==> src/hw/ps2_pkg.sv <==
package ps2_pkg;

    // Frame layout: start, 8 data, parity, stop
    localparam int FRAME_BITS = 11;
    localparam logic [3:0] LAST_BIT_IDX = 4'd10;  // Stop bit position

    // Stall counter, 2^17 clk cycles is about 1.3 ms at 100 MHz
    localparam int TIMEOUT_W = 17;

    // Prefix bytes
    localparam logic [7:0] SC_EXTEND = 8'hE0;
    localparam logic [7:0] SC_BREAK  = 8'hF0;

    // Modifier keys, right Ctrl and right Alt come after E0
    localparam logic [7:0] SC_LSHIFT = 8'h12;
    localparam logic [7:0] SC_RSHIFT = 8'h59;
    localparam logic [7:0] SC_CTRL   = 8'h14;
    localparam logic [7:0] SC_ALT    = 8'h11;

    // Lock keys, toggled on make only
    localparam logic [7:0] SC_CAPS   = 8'h58;
    localparam logic [7:0] SC_NUM    = 8'h77;
    localparam logic [7:0] SC_SCROLL = 8'h7E;

endpackage

==> src/hw/ps2_key_if.sv <==
`timescale 1ns/1ps

// Delivered key and modifier levels, tracker to ASCII map
interface ps2_key_if;
    logic [7:0] code;        // Last non-prefix byte
    logic       code_ext;    // Code came after E0
    logic       code_break;  // Code came after F0
    logic       shift_on;    // Either Shift held
    logic       ctrl_on;     // Either Ctrl held
    logic       caps_on;
    logic       num_on;
    logic [7:0] ascii;       // Translation, back from the map

    modport tracker (
        output code, code_ext, code_break,
        output shift_on, ctrl_on, caps_on, num_on,
        input  ascii
    );

    modport map (
        input  code, code_ext, code_break,
        input  shift_on, ctrl_on, caps_on, num_on,
        output ascii
    );
endinterface

==> src/hw/ps2_frame_rx.sv <==
`timescale 1ns/1ps

module ps2_frame_rx
    import ps2_pkg::*;
(
    input  logic       clk,
    input  logic       rst_n,
    input  logic       ps2_clk,
    input  logic       ps2_data,
    output logic       frame_valid,
    output logic       frame_err,
    output logic [7:0] frame_byte
);

    logic [2:0]            clk_sync;   // [0] first flop, [2] last
    logic [2:0]            data_sync;
    logic                  fall_edge;
    logic                  last_bit;
    logic [3:0]            bit_cnt;
    logic [TIMEOUT_W-1:0]  tmo_cnt;
    logic [FRAME_BITS-2:0] shreg;      // Start, data and parity
    logic [FRAME_BITS-1:0] frame_w;    // Full frame incl. live stop bit
    logic                  frame_ok;

    // Three flop synchronizers, idle lines read high
    always_ff @(posedge clk or negedge rst_n) begin
        if (!rst_n) begin
            clk_sync  <= '1;
            data_sync <= '1;
        end else begin
            clk_sync  <= {clk_sync[1:0], ps2_clk};
            data_sync <= {data_sync[1:0], ps2_data};
        end
    end

    assign fall_edge = !clk_sync[1] && clk_sync[2];
    assign last_bit  = fall_edge && (bit_cnt == LAST_BIT_IDX);

    // Stop bit taken straight from the synchronizer
    assign frame_w  = {data_sync[2], shreg};
    assign frame_ok = !frame_w[0]                      // Start bit low
                   && frame_w[LAST_BIT_IDX]            // Stop bit high
                   && (^frame_w[FRAME_BITS-2:1]);      // Odd parity

    // Bit counter and stall timeout
    always_ff @(posedge clk or negedge rst_n) begin
        if (!rst_n) begin
            bit_cnt <= '0;
            tmo_cnt <= '0;
        end else if (fall_edge) begin
            tmo_cnt <= '0;                             // Restart on every edge
            bit_cnt <= last_bit ? 4'd0 : bit_cnt + 4'd1;
        end else if (bit_cnt != 4'd0) begin
            tmo_cnt <= tmo_cnt + 1'b1;
            if (&tmo_cnt)
                bit_cnt <= '0;                         // Wrap, drop partial frame
        end
    end

    // Deserializer, one bit per falling edge
    always_ff @(posedge clk) begin
        if (fall_edge && !last_bit)
            shreg[bit_cnt] <= data_sync[2];
    end

    // Result strobes, one cycle after the stop bit
    always_ff @(posedge clk or negedge rst_n) begin
        if (!rst_n) begin
            frame_valid <= 1'b0;
            frame_err   <= 1'b0;
        end else begin
            frame_valid <= last_bit && frame_ok;
            frame_err   <= last_bit && !frame_ok;
        end
    end

    // Payload byte, held until the next frame ends
    always_ff @(posedge clk) begin
        if (last_bit)
            frame_byte <= frame_w[8:1];
    end

endmodule

==> src/hw/ps2_key_tracker.sv <==
`timescale 1ns/1ps

module ps2_key_tracker
    import ps2_pkg::*;
(
    input  logic        clk,
    input  logic        rst_n,
    input  logic        frame_valid,
    input  logic        frame_err,
    input  logic [7:0]  frame_byte,
    ps2_key_if.tracker  key,
    output logic [7:0]  scan_code,
    output logic        key_pressed,
    output logic        key_released,
    output logic        error,
    output logic        sft_active,
    output logic        ctr_active,
    output logic        alt_active
);

    logic ext_pend;            // E0 seen, waiting for code
    logic brk_pend;            // F0 seen, waiting for code
    logic code_ext;
    logic code_break;
    logic is_make;
    logic sft_l, sft_r;
    logic ctr_l, ctr_r;
    logic alt_l, alt_r;
    logic caps_on, num_on;

    assign is_make   = !brk_pend;

    always_ff @(posedge clk or negedge rst_n) begin
        if (!rst_n) begin
            ext_pend     <= 1'b0;
            brk_pend     <= 1'b0;
            scan_code    <= '0;
            code_ext     <= 1'b0;
            code_break   <= 1'b0;
            key_pressed  <= 1'b0;
            key_released <= 1'b0;
            error        <= 1'b0;
            sft_l        <= 1'b0;
            sft_r        <= 1'b0;
            ctr_l        <= 1'b0;
            ctr_r        <= 1'b0;
            alt_l        <= 1'b0;
            alt_r        <= 1'b0;
            caps_on      <= 1'b0;
            num_on       <= 1'b0;
        end else begin
            key_pressed  <= 1'b0;                    // Strobes by default
            key_released <= 1'b0;
            if (frame_err)
                error <= 1'b1;                       // Sticky until next good frame
            if (frame_valid) begin
                error <= 1'b0;
                if (frame_byte == SC_EXTEND) begin
                    ext_pend <= 1'b1;
                end else if (frame_byte == SC_BREAK) begin
                    brk_pend <= 1'b1;
                end else begin
                    // Code and its prefixes latched together
                    scan_code    <= frame_byte;
                    code_ext     <= ext_pend;
                    code_break   <= brk_pend;
                    key_pressed  <= is_make;
                    key_released <= !is_make;
                    ext_pend     <= 1'b0;
                    brk_pend     <= 1'b0;
                    case (frame_byte)
                        SC_LSHIFT: if (!ext_pend) sft_l <= is_make;
                        SC_RSHIFT: if (!ext_pend) sft_r <= is_make;
                        SC_CTRL: begin
                            if (ext_pend) ctr_r <= is_make;  // E0 14 right Ctrl
                            else          ctr_l <= is_make;
                        end
                        SC_ALT: begin
                            if (ext_pend) alt_r <= is_make;  // E0 11 right Alt
                            else          alt_l <= is_make;
                        end
                        SC_CAPS:   if (is_make && !ext_pend) caps_on   <= !caps_on;
                        SC_NUM:    if (is_make && !ext_pend) num_on    <= !num_on;
                        default: ;
                    endcase
                end
            end
        end
    end

    assign sft_active = sft_l || sft_r;
    assign ctr_active = ctr_l || ctr_r;
    assign alt_active = alt_l || alt_r;

    // Levels to the ASCII map
    assign key.code       = scan_code;
    assign key.code_ext   = code_ext;
    assign key.code_break = code_break;
    assign key.shift_on   = sft_active;
    assign key.ctrl_on    = ctr_active;
    assign key.caps_on    = caps_on;
    assign key.num_on     = num_on;

endmodule

==> src/hw/ps2_ascii_map.sv <==
`timescale 1ns/1ps

module ps2_ascii_map (
    ps2_key_if.map key
);

    logic upper;   // Letter case after Caps Lock

    assign upper = key.shift_on ^ key.caps_on;

    // Letter from its lowercase code, Ctrl gives position 1 to 26
    function automatic logic [7:0] letter(input logic [7:0] lc, input logic ctrl,
                                          input logic up);
        if (ctrl)
            return lc - 8'h60;
        return up ? lc - 8'h20 : lc;
    endfunction

    // Key with a Ctrl code and a Shift pair
    function automatic logic [7:0] ctl_sym(input logic [7:0] cc, input logic [7:0] sh,
                                           input logic [7:0] pl, input logic ctrl,
                                           input logic shift);
        if (ctrl)
            return cc;
        return shift ? sh : pl;
    endfunction

    always_comb begin
        key.ascii = 8'h00;                            // F keys, arrows etc.
        if (!key.code_break && !key.code_ext) begin
            case (key.code)
                // Digit row
                8'h16: key.ascii = key.shift_on ? 8'h21 : 8'h31;  // ! 1
                8'h1E: key.ascii = key.shift_on ? 8'h40 : 8'h32;  // @ 2
                8'h26: key.ascii = key.shift_on ? 8'h23 : 8'h33;  // # 3
                8'h25: key.ascii = key.shift_on ? 8'h24 : 8'h34;  // $ 4
                8'h2E: key.ascii = key.shift_on ? 8'h25 : 8'h35;  // % 5
                8'h36: key.ascii = ctl_sym(8'h1E, 8'h5E, 8'h36, key.ctrl_on, key.shift_on);
                8'h3D: key.ascii = key.shift_on ? 8'h26 : 8'h37;  // & 7
                8'h3E: key.ascii = key.shift_on ? 8'h2A : 8'h38;  // * 8
                8'h46: key.ascii = key.shift_on ? 8'h28 : 8'h39;  // ( 9
                8'h45: key.ascii = key.shift_on ? 8'h29 : 8'h30;  // ) 0
                // Symbols
                8'h0E: key.ascii = key.shift_on ? 8'h7E : 8'h60;  // ~ `
                8'h4E: key.ascii = ctl_sym(8'h1F, 8'h5F, 8'h2D, key.ctrl_on, key.shift_on);
                8'h55: key.ascii = key.shift_on ? 8'h2B : 8'h3D;  // + =
                8'h54: key.ascii = ctl_sym(8'h1B, 8'h7B, 8'h5B, key.ctrl_on, key.shift_on);
                8'h5B: key.ascii = ctl_sym(8'h1D, 8'h7D, 8'h5D, key.ctrl_on, key.shift_on);
                8'h5D: key.ascii = ctl_sym(8'h1C, 8'h7C, 8'h5C, key.ctrl_on, key.shift_on);
                8'h4C: key.ascii = key.shift_on ? 8'h3A : 8'h3B;  // : ;
                8'h52: key.ascii = key.shift_on ? 8'h22 : 8'h27;  // " '
                8'h41: key.ascii = key.shift_on ? 8'h3C : 8'h2C;  // < ,
                8'h49: key.ascii = key.shift_on ? 8'h3E : 8'h2E;  // > .
                8'h4A: key.ascii = ctl_sym(8'h7F, 8'h3F, 8'h2F, key.ctrl_on, key.shift_on);
                // Letters
                8'h1C: key.ascii = letter(8'h61, key.ctrl_on, upper);  // a
                8'h32: key.ascii = letter(8'h62, key.ctrl_on, upper);
                8'h21: key.ascii = letter(8'h63, key.ctrl_on, upper);
                8'h23: key.ascii = letter(8'h64, key.ctrl_on, upper);
                8'h24: key.ascii = letter(8'h65, key.ctrl_on, upper);  // e
                8'h2B: key.ascii = letter(8'h66, key.ctrl_on, upper);
                8'h34: key.ascii = letter(8'h67, key.ctrl_on, upper);
                8'h33: key.ascii = letter(8'h68, key.ctrl_on, upper);
                8'h43: key.ascii = letter(8'h69, key.ctrl_on, upper);  // i
                8'h3B: key.ascii = letter(8'h6A, key.ctrl_on, upper);
                8'h42: key.ascii = letter(8'h6B, key.ctrl_on, upper);
                8'h4B: key.ascii = letter(8'h6C, key.ctrl_on, upper);
                8'h3A: key.ascii = letter(8'h6D, key.ctrl_on, upper);  // m
                8'h31: key.ascii = letter(8'h6E, key.ctrl_on, upper);
                8'h44: key.ascii = letter(8'h6F, key.ctrl_on, upper);
                8'h4D: key.ascii = letter(8'h70, key.ctrl_on, upper);
                8'h15: key.ascii = letter(8'h71, key.ctrl_on, upper);  // q
                8'h2D: key.ascii = letter(8'h72, key.ctrl_on, upper);
                8'h1B: key.ascii = letter(8'h73, key.ctrl_on, upper);
                8'h2C: key.ascii = letter(8'h74, key.ctrl_on, upper);
                8'h3C: key.ascii = letter(8'h75, key.ctrl_on, upper);  // u
                8'h2A: key.ascii = letter(8'h76, key.ctrl_on, upper);
                8'h1D: key.ascii = letter(8'h77, key.ctrl_on, upper);
                8'h22: key.ascii = letter(8'h78, key.ctrl_on, upper);
                8'h35: key.ascii = letter(8'h79, key.ctrl_on, upper);
                8'h1A: key.ascii = letter(8'h7A, key.ctrl_on, upper);  // z
                // Whitespace and editing
                8'h29: key.ascii = 8'h20;   // Space
                8'h66: key.ascii = 8'h08;   // Backspace
                8'h5A: key.ascii = 8'h0D;   // Enter
                8'h76: key.ascii = 8'h1B;   // Escape
                8'h0D: key.ascii = 8'h09;   // Tab
                // Keypad digits only with Num Lock
                8'h70: key.ascii = key.num_on ? 8'h30 : 8'h00;
                8'h69: key.ascii = key.num_on ? 8'h31 : 8'h00;
                8'h72: key.ascii = key.num_on ? 8'h32 : 8'h00;
                8'h7A: key.ascii = key.num_on ? 8'h33 : 8'h00;
                8'h6B: key.ascii = key.num_on ? 8'h34 : 8'h00;
                8'h73: key.ascii = key.num_on ? 8'h35 : 8'h00;
                8'h74: key.ascii = key.num_on ? 8'h36 : 8'h00;
                8'h6C: key.ascii = key.num_on ? 8'h37 : 8'h00;
                8'h75: key.ascii = key.num_on ? 8'h38 : 8'h00;
                8'h7D: key.ascii = key.num_on ? 8'h39 : 8'h00;
                // Keypad operators
                8'h7C: key.ascii = 8'h2A;   // *
                8'h7B: key.ascii = 8'h2D;   // -
                8'h79: key.ascii = 8'h2B;   // +
                8'h71: key.ascii = 8'h2E;   // Point
                default: ;
            endcase
        end else if (!key.code_break) begin
            // E0 codes, the rest are navigation keys with no ASCII
            case (key.code)
                8'h71: key.ascii = 8'h7F;   // Delete
                8'h4A: key.ascii = 8'h2F;   // Keypad /
                8'h5A: key.ascii = 8'h0D;   // Keypad Enter
                default: ;
            endcase
        end
    end

endmodule

==> src/hw/ps2_keyboard.sv <==
`timescale 1ns/1ps

module ps2_keyboard (
    input  logic       clk,
    input  logic       rst_n,
    input  logic       ps2_clk,
    input  logic       ps2_data,
    output logic [7:0] scan_code,
    output logic [7:0] ascii_code,
    output logic       key_pressed,
    output logic       key_released,
    output logic       error,
    output logic       sft_active,
    output logic       alt_active,
    output logic       ctr_active
);

    logic       frame_valid;   // Good frame pulse
    logic       frame_err;     // Bad start, stop or parity
    logic [7:0] frame_byte;

    ps2_key_if key_bus ();

    // Serial frame in, byte out
    ps2_frame_rx u_frame_rx (
        .clk         (clk),
        .rst_n       (rst_n),
        .ps2_clk     (ps2_clk),
        .ps2_data    (ps2_data),
        .frame_valid (frame_valid),
        .frame_err   (frame_err),
        .frame_byte  (frame_byte)
    );

    ps2_key_tracker u_key_tracker (
        .clk          (clk),
        .rst_n        (rst_n),
        .frame_valid  (frame_valid),
        .frame_err    (frame_err),
        .frame_byte   (frame_byte),
        .key          (key_bus.tracker),
        .scan_code    (scan_code),
        .key_pressed  (key_pressed),
        .key_released (key_released),
        .error        (error),
        .sft_active   (sft_active),
        .ctr_active   (ctr_active),
        .alt_active   (alt_active)
    );

    // Pure lookup on the held code
    ps2_ascii_map u_ascii_map (
        .key (key_bus.map)
    );

    assign ascii_code = key_bus.ascii;

endmodule

==> config.mk <==
export PLATFORM = sky130hd
export DESIGN_NAME = ps2_keyboard
export DESIGN_NICKNAME = d
export VERILOG_FILES = /design/src/hw/ps2_pkg.sv /design/src/hw/ps2_key_if.sv /design/src/hw/ps2_frame_rx.sv /design/src/hw/ps2_key_tracker.sv /design/src/hw/ps2_ascii_map.sv /design/src/hw/ps2_keyboard.sv
export SDC_FILE = /design/constraint.sdc
export NUM_CORES = 1
export LEC_CHECK = 0
export BUFFER_PORTS_ARGS = -buffer_cell sky130_fd_sc_hd__clkbuf_2
export CAP_MARGIN = 20
export CORE_ASPECT_RATIO = 0.5
export CORE_MARGIN = 2
export CORE_UTILIZATION = 40
export DETAILED_ROUTE_END_ITERATION = 6
export PLACE_DENSITY = 0.52
export SYNTH_ARGS = -nofsm -noshare
export SYNTH_HDL_FRONTEND = slang
export SYNTH_SLANG_ARGS = --single-unit
export TNS_END_PERCENT = 50
==> constraint.sdc <==
create_clock -name clk -period 2.3 [get_ports clk]
set_input_delay 0 -clock clk [delete_from_list [all_inputs] [get_ports clk]]
set_output_delay 0 -clock clk [all_outputs]
set_load 0.02 [all_outputs]
[Word-level counts from Yosys, hierarchy flattened]
Cells that the tools add are included.
Storage, ports and cells
  word-level logic and storage cells: 359
  input port bits: 4
  register bits after elaboration: 70
  output and inout bits: 22
Operators by class
  bitwise operators: 4
  $lt $le $gt $ge: 2
  reduce and logical (&&, ||, !) cells: 41
  $add $sub $neg: 2
  equal/unequal tests: 76
  multiplexer cells: 210
Operators with widths (count)
  $mux 8: 66
  $pmux 8 s66: 1
  $eq 8x7->1 const B: 37
  $mux 6: 39
  $eq 8x6->1 const B: 23
  $eq 8x5->1 const B: 10
  $mux 1: 78
  $mux 5: 13
  $reduce_and 5->1: 8
  $mux 17: 2
  $mux 7: 3
  $pmux 7 s3: 1
  $add 17x1->17 const B: 1
  $reduce_and 17->1: 1
  $eq 8x4->1 const B: 2
  $eq 8x8->1 const B: 2
  $mux 4: 4
  $bwmux 10: 1
  $logic_and 1x1->1: 10
  $logic_not 1->1: 10
  $reduce_xor 9->1: 1
  $reduce_and 2->1: 3
  $reduce_bool 2->1: 3
  $lt 4x5->1 const B: 1
  11 further kinds: 15

[Logic depth before layout (Yosys ltp)]
  word-level depth: 7
  gate-level depth with buffers: 10
  mapped depth without buffers: 9

[By module]
A second synthesis with hierarchy kept.
Second synthesis, totals
  cells, all modules: 540
  area total of the unflattened synthesis: 4924.7 µm²
Modules (own cells, without submodules)
  ps2_frame_rx: area each 2053.2 µm², cells an instance 173, sequential area each 1273.7 µm², times used 1
  ps2_ascii_map: area each 1756.7 µm², cells an instance 271, sequential area each 0.0 µm², times used 1
  ps2_key_tracker: area each 1114.8 µm², cells an instance 96, sequential area each 575.6 µm², times used 1

[Least setup slack after synthesis]
No wires, ideal clock.
  kind: register -> output
  start point: register u_key_tracker.scan_code[4] (netlist: u_key_tracker.key.code[4])
  end point: output ascii_code[5]
  cell stages (with the launch flop): 9
  required time: 2.300 ns
  data arrival time: 2.243 ns
  path slack: 0.057 ns
  cells stage by stage: dfrtp_1 buf_6 or4b_1 buf_2 o22ai_1 nand2_1 and4_4 and3_1 a32oi_1
Between the ends
  cells in the longest elaborated chain, start to end: 4
RTL lines
  start: declaration: line ps2_key_tracker.sv:12  | output logic [7:0] scan_code,
  start signal: assignment: line ps2_key_tracker.sv:64  | scan_code <= frame_byte;
  branches (longest 3 deep; another with $pmux 8 s66)
  $mux 8 (*): line ps2_ascii_map.sv:30  | if (!key.code_break && !key.code_ext) begin
  end: declaration: line ps2_keyboard.sv:9  | output logic [7:0] ascii_code,
Every way passes the cells marked *.

[Worst setup path in the final report]
  start point: register u_key_tracker.scan_code[4] (netlist: u_key_tracker.key.code[4])
  end point: output ascii_code[2]
Same word-level chain as after synthesis.

==> flow_summary_export.csv <==
group,metric,value,unit
synthesis,synthTopCellsByCount,"nand2_1 (59), nor2_1 (52), dfrtp_1 (46)",
route,vias,4708,
timing,timing.final.crit_share,112,%
synthesis,ys_seq_area_share,38.9,%
global_routing,grt_max_degree,53,
worst_setup_path,crit_path_start_kind,"register",
global_routing,grt_pass1_wl,24.2,mm
floorplan,die-height,81.1,µm
synthesis,synth_largest_area_cell,"dfrtp_1",
worst_setup_path,cp.arrival,2.58,ns
timing,finalWorstSetupSlack,-0.284,ns
cells_and_area,syn_to_final_growth,40.0,%
synthesis,synth_cell_type_count,82,
synthesis,synthSimpleGateAreaFrac,29.5,%
worst_setup_path,crit_top_cell,"buf_4",
synthesis,synth_top_family_by_area,"simple AND/OR/NAND/NOR gates",
worst_setup_path,worstPathRequired,2.30,ns
route,wl_per_cell,17.6,µm
timing,setup_viol,7,
clock_network,cts-root-buf,"clkbuf_16",
global_routing,grt_pass1_vias,4586,
global_routing,grt_antenna_before_repair,0,
floorplan,fp.coreArea,11700,µm²
synthesis,synth_top_area_share,24.2,%
clock_network,cts_max_level,3,
timing,max_slew.worst_pin.slew,0.682,ns
floorplan,start_util,40.7,%
synthesis,synth_area_leaders,"dfrtp_1 (24%), edfxtp_1 (11%), nand2_1 (4.7%), nor2_1 (4.1%), dfstp_2 (3.3%)",
clock_network,cts_buffers,9,
synthesis,synth_adder_area_share,1.58,%
clock_network,clock_sinks,70,
route,antenna_left,0,
timing,whs,0.307,ns
route,drt_pass1_iterations,6,
synthesis,synth-xor-area-share,5.15,%
global_routing,grt_util_all_layers,24.6,%
synthesis,synth_area_per_cell,8.86,µm²
min_path,min-delay-path-class,"in2reg",
cells_and_area,regArea,1860,µm²
worst_setup_path,reg2reg_to,"u_key_tracker.alt_l",
pwr,pwr_density_cell,489,nW/µm²
floorplan,rows,28,
route,viasPerCell,5.52,
synthesis,synth-async-reset-ratio,74.3,%
timing,clock_skew,0.00663,ns
worst_setup_path,end_kind,"primary output",
synthesis,synth.most_common_cell,"nand2_1",
clock_network,cts_tree,"built",
global_routing,grt_overflow,0,
cells_and_area,n_antenna_cell,0,
route,wirelength_met1,6.79,mm
route,dr_wl_met3,817,µm
synthesis,ys_warn_count,0,
route,drtIter0Drc,383,
clock_network,clk_pin_slew,0.05,ns
synthesis,synth_edf_count,18,
status,violations,"negative setup slack",
min_path,min_from,"ps2_data",
synthesis,yosys_register_bits,70,
run,maxCapViolations,0,
floorplan,dieWidth,158,µm
pwr,ir_drop,545,µV
synthesis,synth_cells,537,
cells_and_area,nFillCells,1075,
synthesis,synthesis.area,4760,µm²
synthesis,synthFlopType,"dfrtp_1",
timing,drv_slew,0,
cells_and_area,nNetsFinal,694,
worst_setup_path,worst-path-max-fanout,7,
timing,rsz0062_at_grt,"yes",
cells_and_area,stdcell_area,6660,µm²
floorplan,ios,26,
status,status,"finished, violations left",
worst_setup_path,regToRegStartpoint,"u_frame_rx.frame_byte[4]",
route,wl_met2,6.82,mm
cells_and_area,drive_above_1_share,36.9,%
pwr,p_leak,2.84,nW
timing,max_freq,387,MHz
placed_design,numPortBuffers,24,
worst_setup_path,slowest_delay,0.42,ns
min_path,holdPathStages,2,
worst_setup_path,criticalPathCategory,"reg2out",
worst_setup_path,worstPathCellList,"buf_6 -> buf_4 -> nand4bb_1 -> nor2_1 -> a221oi_2 -> and3_1 -> nand4_1 -> o21ai_4 -> o21ai_1 -> buf_4",
placed_design,dpl_cell_area,5870,µm²
clock_network,clockBufferDepth,2,
worst_setup_path,slowest_stage,"dfrtp_1",
placed_design,hpwl,11.1,mm
route,routed_wl,15.0,mm
synthesis,synth.area.mux_share,0.710,%
cells_and_area,multi_input_area,2910,µm²
timing,hold_viol_final,0,
floorplan,die-area,12800,µm²
synthesis,synth_fp_nets,547,
min_path,min_to,"u_frame_rx.data_sync[0]",
route,drc_errors,0,
clock_network,insertion_delay,0.32,ns
timing,period_minus_slack,2.58,ns
placed_design,place.gp.congestion,0.905,
worst_setup_path,worstRegToRegCells,7,
route,dr.max_layer_used,"met4",
timing,max-slew-margin-rel,54.1,%
worst_setup_path,r2r_slack,0.21,ns
synthesis,synth_compound_area_share,19.1,%
## worst max-delay path by stage
stage                                          from            end  slack (ns)  cells after the start
final                     u_key_tracker.key.code[4]  ascii_code[2]       -0.28                     10
after global routing      u_key_tracker.key.code[0]  ascii_code[2]       -0.43                     10
after CTS                 u_key_tracker.key.code[0]  ascii_code[3]       -0.24                     10
after detailed placement  u_key_tracker.key.code[6]  ascii_code[4]       -0.13                     10
after global placement    u_key_tracker.key.code[4]  ascii_code[3]       -0.22                     10
after floorplan           u_key_tracker.key.code[4]  ascii_code[5]        0.06                      8
## cell usage in the layout (no fill, tap or decap), types with 7 or more instances in the layout
master     Yosys  routed
edfxtp_1      18      18
and3_1        11      10
buf_6          2      13
xor2_1        13      13
o22ai_1        7       7
nor2b_1       10       8
nand3_1       20      18
dfrtp_1       46      41
clkbuf_16      0       9
nor2_1        52      51
xnor2_1       15      15
buf_4          3     135
a21oi_1       31      30
nand4_1        7       7
o21ai_1        9       7
o21ai_0       18      16
nand2b_1      13      12
clkbuf_2       0      17
nand2_1       59      58
inv_1         11      11
nor3_1        14      10
## power breakdown
| part | internal, mW | leakage, nW | total (mW) | switching, mW |
|---|---|---|---|---|
| logic | 0.204 | 1.84 | 0.477 | 0.273 |
| registers | 1.36 | 0.850 | 1.44 | 0.0843 |
| clock network | 0.892 | 0.143 | 1.34 | 0.447 |
## metal layers
metal  up-vias  global-route usage [%]
li1       2279                       -
met1      2237                    31.7
met2       148                    40.4
met3        44                    4.86
met4         0                    11.3
met5         -                       0
## per-stage QoR
| stage | setup slack [ns] | utilization (%) | setup TNS, ns | cells | total power [mW] |
|---|---|---|---|---|---|
| CTS | -0.236 | 56.1 | -1.57 | 849 | 3.29 |
| finish | -0.284 | 57.0 | -1.76 | 853 | 3.26 |
| global placement | -0.217 | 50.1 | -0.960 | 815 | 1.90 |
| global route | -0.430 | 57.0 | -2.81 | 853 | 3.41 |
| floorplan | 0.0566 | - | 0 | 537 | 1.73 |
| detailed placement | -0.127 | 50.1 | -0.645 | 815 | 1.91 |
## cells by family (layout without fill, tap and decap cells)
| kind of cell | after synthesis | in the layout |
|---|---|---|
| muxes | 3 | 3 |
| adders and majority gates | 6 | 6 |
| AOI/OAI and AO/OA | 130 | 130 |
| buffers and inverters | 50 | 201 |
| DFF | 70 | 70 |
| and+or+nand+nor | 249 | 249 |
| xor gates and xnor gates | 28 | 28 |
| other | 1 | 1 |
## worst max-delay path: cells and delay by family (launching register included)
kind                   cells  cell delay, ns
AOI/OAI and AO/OA          3            0.64
buffers and inverters      3            0.51
and+or+nand+nor            4            0.70
DFF                        1            0.42
## final cells by class
| type | count | area share (%) |
|---|---|---|
| Sequential cell | 70 | 27.8 |
| Multi-Input combinational cell | 417 | 43.7 |
| Clock inverter | 1 | 0.451 |
| Timing Repair Buffer | 174 | 20.3 |
| Tap cell | 165 | 3.10 |
| Inverter | 12 | 0.676 |
| Clock buffer | 14 | 3.96 |
## sequential cells by signal, indices dropped and copies added (netlist names), 3 cells and up
signal                  count
u_frame_rx.bit_cnt          4
u_key_tracker.key.code      8
u_frame_rx.tmo_cnt         17
u_frame_rx.shreg           10
u_frame_rx.data_sync        3
u_frame_rx.frame_byte       8
u_frame_rx.clk_sync         3
## repair_timing
action                                  in CTS  in global routing
gates resized for setup                     63                 20
endpoints found under the hold margin       48                  0
pin swaps                                   26                 10
buffers inserted                            17                  4
hold buffers                                 3                  0
endpoints found under the setup margin       7                  8
Note: power is estimated with default switching activity, not from simulation.
